<file path="src/hw/mpmem_pkg.sv">
package mpmem_pkg;

  // ====================
  // sizes
  // ====================
  localparam int num_wr    = 2;                      // write ports.
  localparam int num_rd    = 2;                      // read ports.
  localparam int num_bank  = 4;
  localparam int bank_bits = $clog2(num_bank);
  localparam int num_row   = 16;                     // rows per bank.
  localparam int row_bits  = $clog2(num_row);
  localparam int addr_bits = bank_bits + row_bits;   // bank field sits above row field.
  localparam int data_w    = 16;

  // ====================
  // types
  // ====================
  typedef logic [data_w-1:0]    data_t;
  typedef logic [addr_bits-1:0] addr_t;

  typedef struct packed {
    logic  write;
    addr_t addr;
    data_t data;
  } wr_req_t;

  typedef struct packed {
    logic  read;
    addr_t addr;
  } rd_req_t;

  typedef struct packed {
    logic  rd_vld;
    data_t data;
  } rd_rsp_t;

  // one bank's write command, shared by all of its read-port copies.
  typedef struct packed {
    logic                wen;
    logic [row_bits-1:0] row;
    data_t               data;
  } bank_wr_t;

endpackage

</file>
<file path="src/hw/bank_ram.sv">
`timescale 1ns/100ps

module bank_ram import mpmem_pkg::*; (
  input  logic                clk,
  input  bank_wr_t            wr,
  input  logic                rd_en,
  input  logic [row_bits-1:0] rd_row,
  output data_t               rd_data
);

  data_t mem [num_row];   // storage, cleared by the init sequencer.

  // ====================
  // write port
  // ====================
  always_ff @(posedge clk) begin
    if (wr.wen) begin
      mem[wr.row] <= wr.data;
    end
  end

  // ====================
  // read port
  // ====================
  // the nonblocking update above means a same-cycle read sees the old word.
  always_ff @(posedge clk) begin
    if (rd_en) begin
      rd_data <= mem[rd_row];   // registered, one cycle after enable.
    end
  end

endmodule

</file>
<file path="src/hw/mem_init.sv">
`timescale 1ns/100ps

module mem_init import mpmem_pkg::*; (
  input  logic                clk,
  input  logic                arst_n,
  output logic                clr_en,
  output logic [row_bits-1:0] clr_row,
  output logic                ready
);

  localparam logic [row_bits-1:0] last_row = row_bits'(num_row - 1);

  logic last;

  assign last = (clr_row == last_row);   // final row being cleared.

  // ====================
  // row sweep
  // ====================
  // clearing starts straight out of reset with row 0 and ends on the last row.
  // ready rises on the same edge clr_en falls, so the two never overlap.
  always_ff @(posedge clk or negedge arst_n) begin
    if (!arst_n) begin
      clr_en  <= 1'b1;
      clr_row <= '0;
      ready   <= 1'b0;
    end else if (clr_en) begin
      clr_row <= clr_row + 1'b1;
      if (last) begin
        clr_en <= 1'b0;
        ready  <= 1'b1;   // held until the next reset.
      end
    end
  end

endmodule

</file>
<file path="src/hw/mpmem_top.sv">
`timescale 1ns/100ps

module mpmem_top import mpmem_pkg::*; (
  input  logic    clk,
  input  logic    arst_n,
  input  wr_req_t wr  [num_wr],
  input  rd_req_t rd  [num_rd],
  output rd_rsp_t rsp [num_rd],
  output logic    ready
);

  logic                clr_en;
  logic [row_bits-1:0] clr_row;

  bank_wr_t            bank_wr      [num_bank];
  logic                bank_rd_en   [num_rd][num_bank];
  logic [row_bits-1:0] bank_rd_row  [num_rd];
  data_t               bank_rd_data [num_rd][num_bank];

  // ====================
  // init and routing
  // ====================
  mem_init u_mem_init (
    .clk     (clk),
    .arst_n  (arst_n),
    .clr_en  (clr_en),
    .clr_row (clr_row),
    .ready   (ready)
  );

  // write ports are held off by clr_en until ready.
  write_router u_write_router (
    .wr      (wr),
    .clr_en  (clr_en),
    .clr_row (clr_row),
    .bank_wr (bank_wr)
  );

  read_router u_read_router (
    .clk          (clk),
    .arst_n       (arst_n),
    .ready        (ready),
    .rd           (rd),
    .bank_rd_en   (bank_rd_en),
    .bank_rd_row  (bank_rd_row),
    .bank_rd_data (bank_rd_data),
    .rsp          (rsp)
  );

  // ====================
  // bank array
  // ====================
  // one copy of each bank per read port, every copy sees the same writes.
  for (genvar p = 0; p < num_rd; p++) begin : g_port
    for (genvar b = 0; b < num_bank; b++) begin : g_bank
      bank_ram u_bank_ram (
        .clk     (clk),
        .wr      (bank_wr[b]),
        .rd_en   (bank_rd_en[p][b]),
        .rd_row  (bank_rd_row[p]),
        .rd_data (bank_rd_data[p][b])
      );
    end
  end

endmodule

</file>
<file path="src/hw/read_router.sv">
`timescale 1ns/100ps

module read_router import mpmem_pkg::*; (
  input  logic                clk,
  input  logic                arst_n,
  input  logic                ready,
  input  rd_req_t             rd           [num_rd],
  output logic                bank_rd_en   [num_rd][num_bank],
  output logic [row_bits-1:0] bank_rd_row  [num_rd],
  input  data_t               bank_rd_data [num_rd][num_bank],
  output rd_rsp_t             rsp          [num_rd]
);

  logic [bank_bits-1:0] rd_bank [num_rd];
  logic                 rd_go   [num_rd];
  logic                 vld_q   [num_rd];
  logic [bank_bits-1:0] sel_q   [num_rd];

  // ====================
  // request decode
  // ====================
  always_comb begin
    for (int p = 0; p < num_rd; p++) begin
      rd_bank[p]     = rd[p].addr[addr_bits-1 -: bank_bits];
      bank_rd_row[p] = rd[p].addr[row_bits-1:0];   // row goes to every copy of the port.
      rd_go[p]       = ready && rd[p].read;
      for (int b = 0; b < num_bank; b++) begin
        bank_rd_en[p][b] = rd_go[p] && (rd_bank[p] == bank_bits'(b));   // own copy only.
      end
    end
  end

  // ====================
  // response stage
  // ====================
  // lines up with the one-cycle bank latency.
  always_ff @(posedge clk or negedge arst_n) begin
    if (!arst_n) begin
      for (int p = 0; p < num_rd; p++) begin
        vld_q[p] <= 1'b0;
        sel_q[p] <= '0;
      end
    end else begin
      for (int p = 0; p < num_rd; p++) begin
        vld_q[p] <= rd_go[p];
        sel_q[p] <= rd_bank[p];
      end
    end
  end

  always_comb begin
    for (int p = 0; p < num_rd; p++) begin
      rsp[p].rd_vld = vld_q[p];
      rsp[p].data   = bank_rd_data[p][sel_q[p]];   // pick the bank read last cycle.
    end
  end

endmodule

</file>
<file path="src/hw/write_router.sv">
`timescale 1ns/100ps

module write_router import mpmem_pkg::*; (
  input  wr_req_t             wr [num_wr],
  input  logic                clr_en,
  input  logic [row_bits-1:0] clr_row,
  output bank_wr_t            bank_wr [num_bank]
);

  logic [bank_bits-1:0] wr_bank [num_wr];
  logic [row_bits-1:0]  wr_row  [num_wr];

  // ====================
  // address split
  // ====================
  always_comb begin
    for (int p = 0; p < num_wr; p++) begin
      wr_bank[p] = wr[p].addr[addr_bits-1 -: bank_bits];   // upper bits pick the bank.
      wr_row[p]  = wr[p].addr[row_bits-1:0];
    end
  end

  // ====================
  // per-bank command
  // ====================
  // clr_en is high for the whole window before ready, so port writes are
  // dropped there and the clear owns every bank.
  always_comb begin
    for (int b = 0; b < num_bank; b++) begin
      bank_wr[b] = '0;

      // walk down so port 0 ends up owning a bank on a conflict.
      for (int p = num_wr - 1; p >= 0; p--) begin
        if (wr[p].write && (wr_bank[p] == bank_bits'(b))) begin
          bank_wr[b].wen  = 1'b1;
          bank_wr[b].row  = wr_row[p];
          bank_wr[b].data = wr[p].data;
        end
      end

      if (clr_en) begin
        bank_wr[b].wen  = 1'b1;
        bank_wr[b].row  = clr_row;
        bank_wr[b].data = '0;   // clear word.
      end
    end
  end

endmodule

</file>
<file path="config.mk">
export PLATFORM = sky130hd
export DESIGN_NAME = mpmem_top
export DESIGN_NICKNAME = d
export VERILOG_FILES = /design/src/hw/mpmem_pkg.sv /design/src/hw/bank_ram.sv /design/src/hw/mem_init.sv /design/src/hw/mpmem_top.sv /design/src/hw/read_router.sv /design/src/hw/write_router.sv
export SDC_FILE = /design/constraint.sdc
export NUM_CORES = 1
export LEC_CHECK = 0
export BUFFER_PORTS_ARGS = -buffer_cell sky130_fd_sc_hd__buf_2
export CAP_MARGIN = 20
export CELL_PAD_IN_SITES_DETAIL_PLACEMENT = 1
export CELL_PAD_IN_SITES_GLOBAL_PLACEMENT = 1
export CORE_MARGIN = 2
export CORE_UTILIZATION = 50
export DETAILED_ROUTE_END_ITERATION = 10
export GPL_TIMING_DRIVEN = 1
export PLACE_DENSITY_LB_ADDON = 0.1
export SYNTH_ARGS = -nofsm -noshare
export SYNTH_HDL_FRONTEND = slang
export SYNTH_SLANG_ARGS = --single-unit
</file>
<file path="constraint.sdc">
create_clock -name clk -period 6.45 [get_ports clk]
set_clock_uncertainty 0.1 [all_clocks]
set_input_delay 1.29 -clock clk [delete_from_list [all_inputs] [get_ports clk]]
set_output_delay 1.29 -clock clk [all_outputs]
set_load 0.01 [all_outputs]
</file>
* Yosys cells after proc, flatten, opt, wreduce, memory -nomap -nowiden
Memory sizes are Yosys's and may differ from the RTL's. A register that Yosys moved wholly into a read port is not among the register bits.
Cells that the tools add are included.
** Storage, ports and cells
- Register bits after elaboration :: 12
- RAM bits :: 2048
- Output and inout port bits :: 35
- Memories kept :: 8
** Operators by class
- Add/sub/neg operators :: 1
- $lt $le $gt $ge :: 2
- Equality and inequality tests :: 13
- Muxes and demuxes :: 28
- Bitwise logic cells :: 2
- Reductions and logical operators :: 23
** Memories
- g_port[0].g_bank[0].u_bank_ram.mem :: depth 16, width 16, read ports 1, clocked after Yosys merged registers in 1, wr ports 1, RTL line bank_ram.sv:11 : data_t mem [num_row];
- g_port[0].g_bank[1].u_bank_ram.mem :: depth 16, width 16, read ports 1, clocked after Yosys merged registers in 1, wr ports 1, RTL line bank_ram.sv:11
- g_port[0].g_bank[2].u_bank_ram.mem :: depth 16, width 16, read ports 1, clocked after Yosys merged registers in 1, wr ports 1, RTL line bank_ram.sv:11
- g_port[0].g_bank[3].u_bank_ram.mem :: depth 16, width 16, read ports 1, clocked after Yosys merged registers in 1, wr ports 1, RTL line bank_ram.sv:11
- g_port[1].g_bank[0].u_bank_ram.mem :: depth 16, width 16, read ports 1, clocked after Yosys merged registers in 1, wr ports 1, RTL line bank_ram.sv:11
- g_port[1].g_bank[1].u_bank_ram.mem :: depth 16, width 16, read ports 1, clocked after Yosys merged registers in 1, wr ports 1, RTL line bank_ram.sv:11
- 2 more memories
** Operators with widths (number)
- two-way mux 21 bit :: 12
- binary-select mux 16 bit (select 2 bit) :: 2
- two-way mux 16 bit :: 4
- logical AND 1 bit :: 18
- equality test 2 bit (second input constant) :: 8
- two-way mux 1 bit :: 10
- equality test 2 x 1 -> 1 bit (second input constant) :: 4
- zero test 2 bit :: 4
- greater-or-equal comparator 3 bit (second input constant) :: 2
- NOT 2 -> 3 bit :: 2
- adder 4 x 1 -> 4 bit (second input constant) :: 1
- equality test 4 bit (second input constant) :: 1
- AND reduction 2 bit :: 1

* Longest topological paths before layout
Gate-level depths: netlist (run 1).
- Depth after elaboration :: 7
- Mapped depth :: 7
- Depth with buffers taken out :: 4

* Modules after synthesis
A second synthesis (run 1) with hierarchy kept.
** Second synthesis, totals
- Cell total of the unflattened synthesis :: 3807
- Area, all modules :: 84446.0 um^2
** By module, submodules not included
- bank_ram :: times used 8, cells each 432, area each 10203.5 um^2
- write_router :: times used 1, cells each 271, area each 1437.6 um^2
- read_router :: times used 1, cells each 64, area each 1148.6 um^2
- mem_init :: times used 1, cells each 16, area each 231.5 um^2

* Worst setup path before layout (run 1)
No wires, ideal clock.
- Path type :: input to register
- Start point :: in wr[21] in the netlist's numbering
- End point :: mem g_port[0].g_bank[1].u_bank_ram.mem[1][0] in the netlist's numbering (enable)
- Setup time :: 0.478 ns
- Arrival time :: 4.777 ns
- Slack :: 1.095 ns
- Stages :: 6
- Buffers on the path :: 2
- Path through :: buf_6 and3b_1 a311oi_1 or2_1 clkbuf_1 a2111oi_0
** On the way
- Longest elaborated chain between the ends :: 7
** Ends and longest elaborated chain
- from (decl) :: RTL line mpmem_top.sv:6 : input wr_req_t wr [num_wr],
- equality test 2 x 1 -> 1 bit * :: RTL line write_router.sv:34 : if (wr[p].write && (wr_bank[p] == bank_bits'(b))) begin
- logical AND 1 bit * :: RTL line write_router.sv:34
- two-way mux 21 bit * (2 in series) :: RTL line write_router.sv:34
- two-way mux 21 bit * :: RTL line write_router.sv:41 : if (clr_en) begin
- two-way mux 1 bit :: RTL line bank_ram.sv:17 : if (wr.wen) begin
- two-way mux 1 bit (not written as such) :: RTL line bank_ram.sv:18 : mem[wr.row] <= wr.data;
- to (decl) :: RTL line bank_ram.sv:11
Every way passes the cells marked *; elsewhere a longest branch is shown, timed or not.

* Worst setup path after layout (run 1)
- Start point :: reg u_mem_init.clr_en
- End point :: mem g_port[1].g_bank[2].u_bank_ram.mem[13][12] in the netlist's numbering (enable)
** On the way
- Longest elaborated chain between the ends :: 3
** Ends and longest elaborated chain
- from (decl) :: RTL line mem_init.sv:6 : output logic clr_en,
- from (signal assigned) :: RTL line mem_init.sv:24 : clr_en <= 1'b1;
- from (signal assigned) :: RTL line mem_init.sv:30 : clr_en <= 1'b0;
- two-way mux 21 bit * :: RTL line write_router.sv:41
- two-way mux 1 bit :: RTL line bank_ram.sv:17
- two-way mux 1 bit (not written as such) :: RTL line bank_ram.sv:18
- to (decl) :: RTL line bank_ram.sv:11
Marked as above.

==> results.py, run 1 <==
metrics = {
    "timing": {
        "rsz0062_at_grt": "no",
        "slew-limit-headroom": 0.233,
        "fmax_mhz": 227,
        "fin_crit_sh": 0.683,
        "fin_tns_setup_ns": 0,
        "finalHoldViolCount": 0,
        "drv_slew": 0,
        "tightest_slew_ns": 1.14,
        "final.min_clock_period_ns": 4.41,
        "finalSetupViolCount": 0,
    },
    "cts": {
        "root_buffer": "clkbuf_16",
        "clk_pin_slew_ns": 0.07,
        "postCtsSetupBuffers": 0,
        "cts_tree": "built",
        "clock-sinks": 1164,
        "postCtsHoldBufs": 0,
        "clockBufferDepth": 3,
        "cts-resized-gates": 0,
        "cts_max_level": 3,
        "clk_latency_ns": 0.71,
        "cts_buffers": 120,
    },
    "die": {
        "rows": 119,
        "die_area_um2": 109000,
        "die_w_um": 331,
        "core_area_um2": 106000,
        "io_pins": 97,
        "initial_utilization": 0.505,
        "die_h_um": 331,
    },
    "grt": {
        "gr-total-overflow": 0,
        "grt_usage": 0.312,
        "antenna_found_initial": 29,
        "grt_max_degree": 98,
        "grt_pass1_wl_mm": 234,
        "grt_pass1_vias": 30100,
    },
    "critical_path": {
        "path_common_cell": "buf_4",
        "slowest_delay_ns": 1.13,
        "worstPathMaxFanout": 65,
        "critPathKind": "reg2reg",
        "worst-r2r-cell-count": 6,
        "worstSetupEndpointType": "flop",
        "r2r-start": "u_mem_init.clr_en$_DFF_PN1_",
        "cp.buffers_inverters": 2,
        "start_kind": "flop",
        "cp_top_family": "simple AND/OR/NAND/NOR gates",
        "cp_slowest_cell": "dfstp_4",
        "startpoint": "u_mem_init.clr_en$_DFF_PN1_",
        "reg2reg_slack_ns": 2.04,
        "r2r_end": "g_port[1].g_bank[2].u_bank_ram.mem[13][12]$_DFFE_PP_",
        "cp_cell_sequence": "buf_4 > and4bb_2 > a21oi_1 > o21ai_0 > nor3_2 > buf_4",
        "required_ns": 6.74,
        "crit_arrival_ns": 4.70,
    },
    "run": {
        "cap_violations": 0,
    },
    "hold_path": {
        "hp-class": "in2async",
    },
    "synth": {
        "ys_ff_latch": 1164,
        "synth-edff-count": 1152,
        "yosys.area.top_type_share": 0.649,
        "synth_fp_nets": 2457,
        "syn-cell-area_um2": 53300,
        "async_flop_share": 0.0103,
        "avgSynthCellArea_um2": 22.3,
        "syn_inst": 2394,
        "ys.flop_type": "edfxtp_1",
        "synth_common_cells": "1,152 x edfxtp_1, 672 x mux4_2, 105 x nor2_1",
        "ys_types": 62,
        "ys_seq_area_frac": 0.654,
        "netlist_top_cells_area": "edfxtp_1 65%, mux4_2 28%, buf_6 0.95%",
        "synth_most_common_cell": "edfxtp_1",
        "synth_warnings": 0,
        "yosysTopAreaCell": "edfxtp_1",
    },
    "power": {
        "vdd_ir_drop_max_uv": 268,
        "p_leak_nw": 20.5,
        "power_mw": 16.4,
        "power_density_nw_per_um2": 273,
    },
    "cells_and_area": {
        "nets": 2622,
        "n_fill_cell": 8711,
        "drive_gt1_frac": 0.433,
        "synthToLayoutAreaGrowth_pct": 12.4,
    },
    "drt": {
        "first_pass_iters": 7,
        "drt-vias-per-instance": 7.14,
        "first_iter_violations": 4009,
        "route.detailed.drc": 0,
        "vias": 28900,
        "drt_wl_total_mm": 166,
        "wl_per_cell_um": 41.1,
        "ant_nets": 0,
    },
    "status": {
        "outcome": "complete, no violations",
    },
    "place": {
        "gp_congestion": 0.897,
        "io_buffers": 96,
        "dpl.hpwl_mm": 105,
    },
}
## cell families (layout without fill, tap and decap cells)
kind of cell	Yosys count	after routing	share of synthesized area
AO/OA/AOI/OAI	138	138	0.0184
XOR/XNOR	3	3	0.000493
adder cells (fa/ha/maj)	1	1	0.000235
other	0	8	0
buffers and inverters	197	457	0.0217
flip-flops	1164	1164	0.654
multiplexers	678	678	0.285
AND/OR/NAND/NOR	213	213	0.0199
## flip-flops by register name, summed over array words and instances (netlist names)
signal,count
g_port.g_bank.u_bank_ram.mem,1024
g_port.g_bank.u_bank_ram.rd_data,128
u_mem_init.clr_en,1
u_mem_init.clr_row,4
u_mem_init.ready,1
u_read_router.rsp,2
u_read_router.sel_q,4
## how the worst max path moves through the flow
stage | endpoint | slack [ns] | cells after the start
finish | g_port[1].g_bank[2].u_bank_ram.mem[13][12]$_DFFE_PP_ | 2.04 | 6
global route | g_port[1].g_bank[2].u_bank_ram.mem[13][14]$_DFFE_PP_ | 1.95 | 6
CTS | g_port[1].g_bank[2].u_bank_ram.mem[13][14]$_DFFE_PP_ | 2.11 | 6
detailed placement | g_port[1].g_bank[2].u_bank_ram.mem[4][6]$_DFFE_PP_ | 1.86 | 5
global placement | g_port[1].g_bank[2].u_bank_ram.mem[4][12]$_DFFE_PP_ | 1.91 | 5
floorplan | g_port[0].g_bank[1].u_bank_ram.mem[1][0]$_DFFE_PP_ | 1.09 | 6
## layout make-up
type,instances,area (um2),share of cell area
flip-flops and latches,1164,34900,0.582
multi-input cells,1033,17600,0.294
clock buffers,144,3160,0.0527
repair buffers,232,1840,0.0306
well taps,1391,1740,0.0290
clock inverters,73,668,0.0111
inverters,8,30.0,0.000501
diodes,8,20.0,0.000334
## worst register-to-register path, stage by stage, from the launching register on
cell,delay (ns)
dfstp_4,1.13
buf_4,0.59
and4bb_2,0.34
a21oi_1,0.19
o21ai_0,0.34
nor3_2,1.02
buf_4,0.38
## metal layers
metal	wire length [um]	GRT usage
met5	127	0
met3	17900	0.0804
met2	78200	0.474
met1	63900	0.444
met4	6430	0.108
## cell usage in the layout (no fill, tap or decap), types with 6 or more instances in the layout
cell type / count
clkbuf_16: 123
diode_2: 8
edfxtp_1: 1152
nor3_1: 8
buf_4: 105
inv_1: 8
nor2_1: 75
nor3_2: 32
clkinvlp_4: 6
a22oi_1: 65
o21ai_0: 10
nand2_1: 11
clkbuf_1: 21
nor4_1: 6
buf_6: 13
bufinv_16: 12
a21oi_1: 17
nor2_2: 29
clkbuf_8: 8
dfrtp_1: 11
buf_12: 11
clkinv_2: 17
buf_2: 88
mux4_2: 672
clkinv_1: 31
## power by group
part	total [mW]	switching, mW	internal (mW)	leakage [nW]
clock network	6.87	2.93	3.94	1.86
logic	1.16	0.699	0.456	6.48
registers	8.36	0.0131	8.35	12.2
## per-stage QoR
stage	std cells	area (um2)	setup WS, ns	utilization	hold slack, ns
detailed placement	3808	55800	1.86	0.529	0.481
CTS	4025	59700	2.11	0.565	0.347
finish	4053	59900	2.04	0.568	0.392
global route	4048	59900	1.95	0.568	0.380
global placement	3799	55700	1.91	0.528	0.467
floorplan	2394	53300	1.09	-	0.417
No activity file was read; power rests on OpenSTA's default activity.
==> run 2: changes to the inputs <==
- clock period: 6.45 -> 4.25 ns (I/O delays scaled with it)
==> results.py, run 2 (synthesized netlist as in run 1, its figures left out) <==
metrics = {
    "timing": {
        "drv_slew": 0,
        "fin_crit_sh": 0.886,
        "slew-limit-headroom": 0.207,
        "rsz0062_at_grt": "no",
        "fin_tns_setup_ns": 0,
        "finalHoldViolCount": 0,
        "fmax_mhz": 266,
        "tightest_slew_ns": 1.19,
        "finalSetupViolCount": 0,
        "layout_setup_ws_ns": 0.485,
        "final.min_clock_period_ns": 3.76,
        "whs_ns": 0.206,
    },
    "cts": {
        "root_buffer": "clkbuf_16",
        "cts-resized-gates": 0,
        "cts_tree": "built",
        "clock-sinks": 1164,
        "postCtsSetupBuffers": 0,
        "clk_latency_ns": 0.72,
        "clockBufferDepth": 3,
        "clk_pin_slew_ns": 0.06,
        "cts_buffers": 119,
        "cts_max_level": 3,
    },
    "critical_path": {
        "worstSetupEndpointType": "output pin",
        "cp_cell_sequence": "buf_4 > mux4_2 > buf_2",
        "startpoint": "u_read_router.sel_q[2]$_DFF_PN0_",
        "worstPathMaxFanout": 11,
        "start_kind": "flop",
        "slowest_delay_ns": 1.02,
        "worst-r2r-cell-count": 5,
        "crit_arrival_ns": 2.81,
        "required_ns": 3.30,
        "cp_slowest_cell": "dfrtp_1",
        "critPathKind": "reg2out",
        "r2r-start": "u_mem_init.clr_en$_DFF_PN1_",
        "r2r_end": "g_port[0].g_bank[1].u_bank_ram.mem[1][3]$_DFFE_PP_",
        "reg2reg_slack_ns": 0.58,
    },
    "power": {
        "p_sw_frac": 0.222,
        "vdd_ir_drop_max_uv": 388,
        "switching_power_mw": 5.55,
        "pwr-share-seq": 0.508,
        "p_leak_nw": 20.8,
        "p_int_mw": 19.4,
        "power_density_nw_per_um2": 414,
        "pwr-share-comb": 0.072,
        "clkPwrFrac": 0.420,
    },
    "drt": {
        "wl_per_cell_um": 40.7,
        "route.detailed.drc": 0,
        "vias": 29000,
        "first_pass_iters": 6,
        "first_iter_violations": 3875,
        "drt_wl_total_mm": 167,
        "ant_nets": 0,
        "drt-vias-per-instance": 7.08,
    },
    "grt": {
        "grt_pass1_wl_mm": 235,
        "grt_usage": 0.314,
        "gr-total-overflow": 0,
        "grt_max_degree": 75,
        "grt_pass1_vias": 30100,
        "antenna_found_initial": 26,
    },
    "die": {
        "rows": 119,
        "initial_utilization": 0.505,
        "die_h_um": 331,
        "die_area_um2": 109000,
        "core_area_um2": 106000,
        "die_w_um": 331,
        "io_pins": 97,
    },
    "cells_and_area": {
        "layout_commonest_cell": "edfxtp_1",
        "synthToLayoutAreaGrowth_pct": 13.3,
        "nets": 2671,
        "largest_register": "g_port.g_bank.u_bank_ram.mem",
        "mostFrequentLayoutCells": "1,152 x edfxtp_1, 672 x mux4_2, 160 x buf_4",
        "n_fill_cell": 8736,
        "final_core_util": 0.572,
        "drive_gt1_frac": 0.443,
        "reg_top3": "g_port.g_bank.u_bank_ram.mem (1024), g_port.g_bank.u_bank_ram.rd_data (128)",
        "largest_register_ffs": 1024,
    },
    "place": {
        "post-place-ws_ns": 0.553,
        "gp_congestion": 0.918,
        "io_buffers": 96,
        "dpl.hpwl_mm": 108,
    },
    "hold_path": {
        "holdPathEnd": "u_read_router.sel_q[0]$_DFF_PN0_",
        "hp-start": "rd[4]",
        "hp-class": "in2reg",
        "holdPathStages": 1,
    },
    "run": {
        "cap_violations": 0,
    },
    "status": {
        "outcome": "complete, no violations",
    },
}
## run 2: cell types whose count changed in the layout (fill, tap and decap cells not counted), moves of 3 or more
cell      change
nor2_1        +3
clkinv_2      +6
buf_6        -11
buf_4        +55
clkbuf_8      -7
buf_12       +14
clkbuf_1      +3
diode_2       -4
## run 2: cell type report
class	instances	area (um2)	area share
antenna	4	10.0	0.000166
clock buffer	145	3120	0.0516
clock inverter	78	753	0.0125
inverter	8	30.0	0.000497
multi-input combinational	1033	17600	0.291
sequential	1164	34900	0.578
tap	1391	1740	0.0288
timing repair buffer	282	2260	0.0375
## run 2: stage by stage
| step | instances | total power, mW | instance area (um2) |
|---|---|---|---|
| after floorplan | 2394 | 14.0 | 53300 |
| after global placement | 3875 | 14.7 | 56500 |
| after detailed placement | 3876 | 14.7 | 56500 |
| after CTS | 4100 | 25.1 | 60400 |
| after global routing | 4103 | 25.6 | 60400 |
| final | 4105 | 25.0 | 60400 |
## run 2: how the worst max path moves through the flow
stage / end / slack (ns) / depth (start not counted)
5_1_grt: rsp[20] / 0.45 / 3
6_report: rsp[20] / 0.49 / 3
3_5_place_dp: g_port[1].g_bank[0].u_bank_ram.mem[0][6]$_DFFE_PP_ / 0.55 / 5
3_3_place_gp: g_port[1].g_bank[2].u_bank_ram.mem[7][6]$_DFFE_PP_ / 0.60 / 6
2_1_floorplan: g_port[0].g_bank[1].u_bank_ram.mem[1][0]$_DFFE_PP_ / -0.67 / 6
4_1_cts: rsp[20] / 0.48 / 3
## run 2: timing repair
action | 4_1_cts | 5_1_grt
hold endpoints to repair | 11 | 0
hold buffers | 1 | 0
setup endpoints to repair | 0 | 0
## run 2: critical path, delay by kind of cell (launching register included)
kind,cells,cell delay (ns)
muxes,1,0.55
DFF,1,1.02
buffers and inverters,2,0.49
## run 2: power groups by stage
stage	Sequential [mW]	Clock (mW)	Combinational, mW
2_1_floorplan	12.9	0	1.10
3_3_place_gp	12.9	0	1.76
3_5_place_dp	12.9	0	1.79
4_1_cts	12.7	10.6	1.79
5_1_grt	12.7	11.0	1.87
6_report	12.7	10.5	1.80
## run 2: metal layers
layer  track usage  vias up  share of wire
met5             0        -        0.00079
met4         0.126       20          0.043
met3        0.0782      355           0.11
met2         0.485     1717           0.48
met1         0.436    15800           0.37
li1              -    11100              -
